[src/source/rv_exec_defs.svh]
`ifndef RV_EXEC_DEFS_SVH
`define RV_EXEC_DEFS_SVH

// Datapath and register file size
`define XLEN        32
`define NUM_REGS    32

// Major opcodes, instr[6:0]
`define OP_ARITH    7'b0110011 // R-type
`define OP_ADDI     7'b0010011
`define OP_BRANCH   7'b1100011
`define OP_JALR     7'b1100111

// funct3 codes, instr[14:12]
`define FUNCT3_BEQ  3'b000
`define FUNCT3_BNE  3'b001
`define FUNCT3_BLT  3'b100
`define FUNCT3_BGE  3'b101
`define FUNCT3_SLL  3'b001
`define FUNCT3_SRL  3'b101
`define FUNCT3_AND  3'b111
`define FUNCT3_OR   3'b110
`define FUNCT3_XOR  3'b100

// funct7 code, instr[31:25]
`define FUNCT7_SUB  7'b0100000

`endif

[src/source/rv_exec_pkg.sv]
`include "rv_exec_defs.svh"

package rv_exec_pkg;

    // Class handed from the main decoder to the ALU control unit
    typedef enum logic [1:0] {
        ctrl_add    = 2'b00, // ADDI path
        ctrl_branch = 2'b01, // Compare picked by funct3
        ctrl_funct  = 2'b10  // Opcode and funct fields decide
    } alu_ctrl_op_e;

    typedef enum logic [3:0] {
        func_add  = 4'd0,
        func_sub  = 4'd1,
        func_sll  = 4'd2,
        func_srl  = 4'd3,
        func_and  = 4'd4,
        func_or   = 4'd5,
        func_xor  = 4'd6,
        func_beq  = 4'd7,
        func_bne  = 4'd8,
        func_blt  = 4'd9,
        func_bge  = 4'd10,
        func_jalr = 4'd11,
        func_nop  = 4'd12
    } alu_func_e;

    typedef struct packed {
        alu_func_e         func;
        logic [`XLEN-1:0]  op_a;
        logic [`XLEN-1:0]  op_b;      // Immediate for ADDI and JALR
        logic [`XLEN-1:0]  imm;
        logic [`XLEN-1:0]  pc;
        logic [4:0]        rd;
        logic              reg_write; // Already low for x0
        logic              is_branch;
        logic              is_jalr;
    } issue_t;

    typedef struct packed {
        logic [4:0]        rd;
        logic [`XLEN-1:0]  value;
        logic              reg_write;
        logic              branch_taken;
        logic [`XLEN-1:0]  target;
    } exec_result_t;

endpackage

[src/source/alu_control_unit.sv]
`include "rv_exec_defs.svh"

module alu_control_unit
    import rv_exec_pkg::*;
(
    input  alu_ctrl_op_e      alu_ctrl_op, // From main decoder
    input  logic [`XLEN-1:0]  instr,
    output alu_func_e         alu_func
);

    logic [6:0] opcode;
    logic [2:0] funct3;
    logic [6:0] funct7;

    assign opcode = instr[6:0];
    assign funct3 = instr[14:12];
    assign funct7 = instr[31:25];

    always_comb begin
        case (alu_ctrl_op)
            ctrl_add: begin
                alu_func = func_add;
            end
            ctrl_branch: begin
                case (funct3)
                    `FUNCT3_BEQ: alu_func = func_beq;
                    `FUNCT3_BNE: alu_func = func_bne;
                    `FUNCT3_BLT: alu_func = func_blt;
                    `FUNCT3_BGE: alu_func = func_bge;
                    default:     alu_func = func_nop; // Unknown compare
                endcase
            end
            ctrl_funct: begin
                case (opcode)
                    `OP_ARITH: begin
                        if (funct7 == `FUNCT7_SUB) begin
                            alu_func = func_sub;
                        end else begin
                            case (funct3)
                                `FUNCT3_SLL: alu_func = func_sll;
                                `FUNCT3_SRL: alu_func = func_srl;
                                `FUNCT3_AND: alu_func = func_and;
                                `FUNCT3_OR:  alu_func = func_or;
                                `FUNCT3_XOR: alu_func = func_xor;
                                default:     alu_func = func_add;
                            endcase
                        end
                    end
                    `OP_JALR: alu_func = func_jalr;
                    default:  alu_func = func_nop; // Unsupported opcode
                endcase
            end
            default: begin
                alu_func = func_nop;
            end
        endcase
    end

endmodule

[src/source/register_file.sv]
`include "rv_exec_defs.svh"

module register_file #(
    parameter int AW = $clog2(`NUM_REGS)
) (
    input  logic              clk,
    input  logic              rst_n,
    input  logic [AW-1:0]     rs1_addr,
    input  logic [AW-1:0]     rs2_addr,
    output logic [`XLEN-1:0]  rs1_data,
    output logic [`XLEN-1:0]  rs2_data,
    input  logic              wr_en,
    input  logic [AW-1:0]     wr_addr,
    input  logic [`XLEN-1:0]  wr_data
);

    logic [`XLEN-1:0] regs [`NUM_REGS];

    // x0 is hardwired to zero
    assign rs1_data = (rs1_addr == '0) ? '0 : regs[rs1_addr];
    assign rs2_data = (rs2_addr == '0) ? '0 : regs[rs2_addr];

    always_ff @(posedge clk or negedge rst_n) begin
        if (!rst_n) begin
            for (int i = 0; i < `NUM_REGS; i++) begin
                regs[i] <= '0;
            end
        end else if (wr_en && wr_addr != '0) begin
            regs[wr_addr] <= wr_data;
        end
    end

    // Decode must already have dropped writes to x0
    a_no_x0_write: assert property (@(posedge clk) disable iff (!rst_n)
        wr_en |-> wr_addr != '0);

endmodule

[src/source/decode_stage.sv]
`include "rv_exec_defs.svh"

module decode_stage
    import rv_exec_pkg::*;
(
    input  logic              clk,
    input  logic              rst_n,
    input  logic              instr_valid,
    input  logic [`XLEN-1:0]  instr,
    input  logic [`XLEN-1:0]  pc,
    output logic [4:0]        rs1_addr,
    output logic [4:0]        rs2_addr,
    input  logic [`XLEN-1:0]  rs1_data,
    input  logic [`XLEN-1:0]  rs2_data,
    input  logic              wb_valid,
    input  logic [4:0]        wb_rd,
    input  logic [`XLEN-1:0]  wb_value,
    output logic              issue_valid,
    output issue_t            issue
);

    logic [6:0]        opcode;
    logic [4:0]        rd;
    alu_ctrl_op_e      alu_ctrl_op;
    alu_func_e         alu_func;
    logic              reg_write;
    logic              is_branch;
    logic              is_jalr;
    logic              use_imm;
    logic [`XLEN-1:0]  imm;
    logic [`XLEN-1:0]  rs1_val;
    logic [`XLEN-1:0]  rs2_val;
    issue_t            next_issue;

    assign opcode   = instr[6:0];
    assign rd       = instr[11:7];
    assign rs1_addr = instr[19:15];
    assign rs2_addr = instr[24:20];

    // Main decoder
    always_comb begin
        alu_ctrl_op = ctrl_funct; // Unknown opcodes fall out as nop
        reg_write   = 1'b0;
        is_branch   = 1'b0;
        is_jalr     = 1'b0;
        use_imm     = 1'b0;
        case (opcode)
            `OP_ARITH: begin
                reg_write = 1'b1;
            end
            `OP_ADDI: begin
                alu_ctrl_op = ctrl_add;
                reg_write   = 1'b1;
                use_imm     = 1'b1;
            end
            `OP_BRANCH: begin
                alu_ctrl_op = ctrl_branch;
                is_branch   = 1'b1;
            end
            `OP_JALR: begin
                reg_write = 1'b1;
                is_jalr   = 1'b1;
                use_imm   = 1'b1;
            end
            default: begin
            end
        endcase
    end

    alu_control_unit u_alu_ctrl (
        .alu_ctrl_op (alu_ctrl_op),
        .instr       (instr),
        .alu_func    (alu_func)
    );

    // B-immediate for branches, I-immediate otherwise
    assign imm = is_branch ?
        {{20{instr[31]}}, instr[7], instr[30:25], instr[11:8], 1'b0} :
        {{20{instr[31]}}, instr[31:20]};

    // Bypass from the instruction now in execute
    assign rs1_val = (wb_valid && wb_rd == rs1_addr) ? wb_value : rs1_data;
    assign rs2_val = (wb_valid && wb_rd == rs2_addr) ? wb_value : rs2_data;

    always_comb begin
        next_issue.func      = alu_func;
        next_issue.op_a      = rs1_val;
        next_issue.op_b      = use_imm ? imm : rs2_val;
        next_issue.imm       = imm;
        next_issue.pc        = pc;
        next_issue.rd        = rd;
        next_issue.reg_write = reg_write && (rd != 5'd0);
        next_issue.is_branch = is_branch;
        next_issue.is_jalr   = is_jalr;
    end

    always_ff @(posedge clk or negedge rst_n) begin
        if (!rst_n) begin
            issue_valid <= 1'b0;
        end else begin
            issue_valid <= instr_valid; // Pulse per strobe
        end
    end

    always_ff @(posedge clk) begin
        if (instr_valid) begin
            issue <= next_issue;
        end
    end

    a_func_defined: assert property (@(posedge clk) disable iff (!rst_n)
        issue_valid |-> !$isunknown(issue.func) && issue.func <= func_nop);

endmodule

[src/source/alu.sv]
`include "rv_exec_defs.svh"

module alu
    import rv_exec_pkg::*;
(
    input  alu_func_e         func,
    input  logic [`XLEN-1:0]  a,
    input  logic [`XLEN-1:0]  b,
    output logic [`XLEN-1:0]  result,
    output logic              cond    // Comparison outcome
);

    localparam int SHW = $clog2(`XLEN);

    logic [`XLEN-1:0] sum;
    logic [SHW-1:0]   shamt;

    assign sum   = a + b;
    assign shamt = b[SHW-1:0];

    always_comb begin
        result = '0;
        cond   = 1'b0;
        case (func)
            func_add:  result = sum;
            func_sub:  result = a - b;
            func_sll:  result = a << shamt;
            func_srl:  result = a >> shamt; // Logical shift
            func_and:  result = a & b;
            func_or:   result = a | b;
            func_xor:  result = a ^ b;
            func_beq:  cond   = (a == b);
            func_bne:  cond   = (a != b);
            func_blt:  cond   = ($signed(a) < $signed(b));
            func_bge:  cond   = ($signed(a) >= $signed(b));
            func_jalr: result = {sum[`XLEN-1:1], 1'b0}; // Target, LSB cleared
            default: begin
            end
        endcase
    end

endmodule

[src/source/execute_stage.sv]
`include "rv_exec_defs.svh"

module execute_stage
    import rv_exec_pkg::*;
(
    input  logic              clk,
    input  logic              rst_n,
    input  logic              issue_valid,
    input  issue_t            issue,
    output logic              wb_valid,
    output logic [4:0]        wb_rd,
    output logic [`XLEN-1:0]  wb_value,
    output logic              res_valid,
    output exec_result_t      res
);

    logic [`XLEN-1:0]  alu_result;
    logic              alu_cond;
    logic [`XLEN-1:0]  pc_plus4;
    logic [`XLEN-1:0]  target;
    logic              taken;
    exec_result_t      next_res;

    alu u_alu (
        .func   (issue.func),
        .a      (issue.op_a),
        .b      (issue.op_b),
        .result (alu_result),
        .cond   (alu_cond)
    );

    assign pc_plus4 = issue.pc + `XLEN'd4;

    // Write-back group, also feeds the decode bypass
    assign wb_valid = issue_valid && issue.reg_write;
    assign wb_rd    = issue.rd;
    assign wb_value = issue.is_jalr ? pc_plus4 : alu_result; // Link address for JALR

    // JALR always jumps
    assign taken  = issue.is_jalr || (issue.is_branch && alu_cond);
    assign target = issue.is_jalr   ? alu_result :
                    issue.is_branch ? issue.pc + issue.imm : '0;

    always_comb begin
        next_res.rd           = issue.rd;
        next_res.value        = wb_value;
        next_res.reg_write    = issue.reg_write;
        next_res.branch_taken = taken;
        next_res.target       = target;
    end

    always_ff @(posedge clk or negedge rst_n) begin
        if (!rst_n) begin
            res_valid <= 1'b0;
        end else begin
            res_valid <= issue_valid;
        end
    end

    always_ff @(posedge clk) begin
        if (issue_valid) begin
            res <= next_res;
        end
    end

    // A branch in the issue slot never writes back
    a_branch_no_write: assert property (@(posedge clk) disable iff (!rst_n)
        issue_valid && issue.is_branch |-> !issue.reg_write);

endmodule

[src/source/rv_exec_top.sv]
`include "rv_exec_defs.svh"

module rv_exec_top
    import rv_exec_pkg::*;
(
    input  logic              clk,
    input  logic              rst_n,
    input  logic              instr_valid, // One-cycle strobe
    input  logic [`XLEN-1:0]  instr,
    input  logic [`XLEN-1:0]  pc,
    output logic              res_valid,
    output exec_result_t      res
);

    logic [4:0]        rs1_addr;
    logic [4:0]        rs2_addr;
    logic [`XLEN-1:0]  rs1_data;
    logic [`XLEN-1:0]  rs2_data;
    logic              wb_valid;
    logic [4:0]        wb_rd;
    logic [`XLEN-1:0]  wb_value;
    logic              issue_valid;
    issue_t            issue;

    decode_stage u_decode (
        .clk         (clk),
        .rst_n       (rst_n),
        .instr_valid (instr_valid),
        .instr       (instr),
        .pc          (pc),
        .rs1_addr    (rs1_addr),
        .rs2_addr    (rs2_addr),
        .rs1_data    (rs1_data),
        .rs2_data    (rs2_data),
        .wb_valid    (wb_valid),
        .wb_rd       (wb_rd),
        .wb_value    (wb_value),
        .issue_valid (issue_valid),
        .issue       (issue)
    );

    register_file u_regs (
        .clk      (clk),
        .rst_n    (rst_n),
        .rs1_addr (rs1_addr),
        .rs2_addr (rs2_addr),
        .rs1_data (rs1_data),
        .rs2_data (rs2_data),
        .wr_en    (wb_valid),
        .wr_addr  (wb_rd),
        .wr_data  (wb_value)
    );

    execute_stage u_execute (
        .clk         (clk),
        .rst_n       (rst_n),
        .issue_valid (issue_valid),
        .issue       (issue),
        .wb_valid    (wb_valid),
        .wb_rd       (wb_rd),
        .wb_value    (wb_value),
        .res_valid   (res_valid),
        .res         (res)
    );

endmodule

[config.mk]
export PLATFORM = sky130hd
export DESIGN_NAME = rv_exec_top
export DESIGN_NICKNAME = d
export VERILOG_FILES = /design/src/source/rv_exec_pkg.sv /design/src/source/alu_control_unit.sv /design/src/source/register_file.sv /design/src/source/decode_stage.sv /design/src/source/alu.sv /design/src/source/execute_stage.sv /design/src/source/rv_exec_top.sv
export VERILOG_INCLUDE_DIRS = /design/src /design/src/source
export SDC_FILE = /design/constraint.sdc
export NUM_CORES = 2
export LEC_CHECK = 0
export BUFFER_PORTS_ARGS = -buffer_cell sky130_fd_sc_hd__buf_2
export CAP_MARGIN = 0
export CORE_MARGIN = 2
export CORE_UTILIZATION = 65
export DETAILED_ROUTE_END_ITERATION = 6
export GPL_TIMING_DRIVEN = 1
export PLACE_DENSITY_LB_ADDON = 0.2
export SYNTH_ARGS = -nofsm -noshare
export SYNTH_HDL_FRONTEND = slang
export SYNTH_HIERARCHICAL = 1
export SYNTH_SLANG_ARGS = --single-unit
export TNS_END_PERCENT = 100
[constraint.sdc]
create_clock -name clk -period 9.7 [get_ports clk]
set_input_delay 2.91 -clock clk [delete_from_list [all_inputs] [get_ports clk]]
set_output_delay 2.91 -clock clk [all_outputs]
set_load 0.1 [all_outputs]
==> flow_summary_export.csv <==
group,metric,value,unit
sta,finalClockSkew,0.0348,ns
layout,final_common_cell,"dfrtp_1",
sta,finalHoldViolations,0,
critical_path,r2r_start,"u_decode/issue[116]",
sta,fmax,160,MHz
clocking,cts_buffers,131,
clocking,cts-root-buf,"clkbuf_16",
sta,whs,0.395,ns
route,route.detailed.drc,0,
synth,async_flop_share,0.842,
synth,synth_cell_types,124,
critical_path,worstSetupStartpoint,"u_decode/issue[116]",
place,portBuffers,138,
grt,grt_pass1_wl,381000,microns
synth,synth-edff-count,192,
pwr,power_density,204,nW/um^2
critical_path,path_max_fanout,34,
critical_path,path_class,"register to register",
synth,syn_area,74400,sq um
clocking,postCtsHoldBufs,0,
grt,grt_max_degree,180,
layout,drive_above_1_share,0.363,
synth,synth_seq_cells,1218,
synth,synth-xor-area-share,0.00789,
worst_hold_path,hp-class,"register to register",
route,drtIter0Drc,7801,
grt,overflow,0,
sta,slew_headroom,0.0541,
synth,ys_top_cells_by_area,"dfrtp_1, mux2_2, mux4_2",
clocking,post-cts-setup-buffer-count,0,
place,pre_cts_slack,3.25,ns
critical_path,worstPathCellList,"inv_1 > ha_1 > nor4_2 > o311ai_1 > a21oi_1 > nor2_1 > o31a_1 > o221a_2 > o21ai_0 > nor2_1 > a21oi_2 > buf_4 > a41oi_1 > a21oi_2",
synth,seq_area_frac_synth,0.423,
sta,slew_viol_final,0,
critical_path,end_kind,"register",
floorplanning,ios,139,
critical_path,crit_path_max_incr_delay,0.87,ns
synth,synth_compound_area_frac,0.105,
clocking,cts_sinks,1218,
synth,syn_nets,6019,
critical_path,rrSetupSlack,3.44,ns
synth,synthAdderAreaFrac,0.0225,
synth,synth_top_family_by_area,"multiplexers",
clocking,clk_pin_slew,0.06,ns
layout,layout.nets,5828,
pwr,irDropWorstVdd,193,uV
outcome,outcome,"finished, final reports clean",
synth,yosysWarnings,6,
clocking,cts_tree,"done",
clocking,clk_latency,0.76,ns
layout,fin_util,0.700,
pwr,p_leak,34.6,nW
synth,synth_ff_type,"dfrtp_1",
sta,tightestPinTransition,1.42,ns
synth,synth_top_area_frac,0.345,
place,gp_congestion,1.05,
sta,worst_slack,3.44,ns
critical_path,critPathBufInv,2,
sta,min_period_over_period,0.645,
floorplanning,initial_core_util,0.653,
synth,yosys.area_share.simple,0.0512,
layout,mostFrequentLayoutCells,"dfrtp_1, mux2_2, mux4_2",
sta,setup_violations,0,
clocking,clockBufferDepth,3,
route,wl,265000,microns
floorplanning,die_w,342,microns
sta,rsz0062_at_grt,"false",
place,dp_hpwl,161000,microns
route,dr.pass1.iters,6,
floorplanning,core_area,114000,sq um
clocking,htreeDepth,4,
critical_path,cp_top_family,"compound AO/OA/AOI/OAI gates",
layout,areaGrowthSynthToFinish,7.13,%
synth,syn_area_per_cell,12.8,sq um
route,via_per_inst,7.71,
worst_hold_path,hold_path.startpoint,"u_regs/regs[998]",
critical_path,cp.arrival,6.86,ns
route,wl_per_cell,36.5,microns
critical_path,cp_slowest_cell,"edfxtp_1",
grt,grt_pass1_vias,54600,
grt,antenna_found_initial,16,
critical_path,crit_required,10.29,ns
synth,postSynthCellCount,5820,
clocking,cts.repair.resized,0,
sta,min_period,6.26,ns
layout,fill_cells,7904,
grt,grt_usage,0.451,
floorplanning,num_rows,124,
critical_path,crit_path_start_kind,"register",
route,drtAntennaViolNets,0,
floorplanning,die-area,117000,sq um
sta,finalSetupTns,0,ns
synth,synth.area.mux_share,0.340,
route,vias,55900,
floorplanning,chipHeight,342,microns
synth,synth.largest_area_cell,"dfrtp_1",
job,cap_violations,0,
## power breakdown
group | internal [mW] | switching [mW] | total [mW]
combinational | 1.92 | 2.33 | 4.24
clock | 3.00 | 2.12 | 5.11
sequential | 6.14 | 0.783 | 6.93
## metal layers
layer | GRT usage | part of all wire
met4 | 0.302 | 0.082
met5 | 0 | 0.00068
met3 | 0.137 | 0.12
met2 | 0.661 | 0.44
met1 | 0.581 | 0.36
## stage by stage
| stage | total power, mW | area (sq um) | cells |
|---|---|---|---|
| finish | 16.3 | 79700 | 7251 |
| global placement | 10.9 | 75300 | 7008 |
| CTS | 16.2 | 79700 | 7244 |
| global route | 16.8 | 79700 | 7244 |
| floorplan | 9.75 | 74400 | 5820 |
| detailed placement | 11.1 | 75300 | 7008 |
## final timing paths
check / end / cells after the start
worst max register to register: u_decode/issue[95] / 14
min in group asynchronous: u_regs/regs[572] / 1
worst min register to register: u_regs/regs[998] / 0
worst min-delay path: u_regs/regs[998] / 0
worst max-delay path: u_decode/issue[95] / 14
max in group asynchronous: u_regs/regs[709] / 3
## cells in the mapped netlist (10+ instances only)
cell type and n:
nor2b_1 81, a41oi_1 25, buf_2 162, a31oi_1 18, buf_1 12, nand4_1 30
a22oi_1 75, dfrtp_1 1026, and3_1 13, nand2_1 219, xnor2_1 35, o221ai_1 11
a211oi_1 109, mux4_1 56, nor4_1 13, a21o_1 38, nand3_1 54, a21oi_1 203
o21ai_0 217, o21bai_1 21, a311oi_1 68, nor2_2 17, mux2i_1 181, buf_6 53
mux4_2 422, edfxtp_1 192, xor2_1 32, nor2_1 232, a221oi_1 66, ha_1 129
mux2_1 105, o21ai_1 69, o22ai_1 24, clkbuf_1 264, o2111ai_1 21, nand2b_1 14
o211ai_1 29, a21oi_2 20, nor3_1 24, a221o_1 10, buf_4 112, inv_1 108
mux2_2 1006
## kinds of logic (layout without fill, tap and decap cells)
logic type / count (synthesis) / count (layout)
muxes: 1771 / 1771
xor gates and xnor gates: 67 / 67
DFF: 1218 / 1218
other: 0 / 7
and+or+nand+nor: 774 / 774
adders and majority gates: 132 / 132
AOI/OAI and AO/OA: 1136 / 1136
buffers and inverters: 722 / 634
## layout make-up
cell class	count	area, sq um	area share
Multi-Input combinational cell	3880	39600	0.497
Sequential cell	1218	31400	0.394
Clock buffer	202	3940	0.0495
Timing Repair Buffer	283	1970	0.0248
Tap cell	1512	1890	0.0237
Inverter	115	434	0.00545
Clock inverter	34	432	0.00541
Antenna cell	7	17.5	0.000220
## flip-flops by register name, summed over array words and instances (netlist names)
register / count
u_decode/issue: 121
u_decode/issue_valid: 1
u_execute/res_valid: 1
u_regs/regs: 1024
u_execute/res: 71
Power figures use the tool's default switching activity.
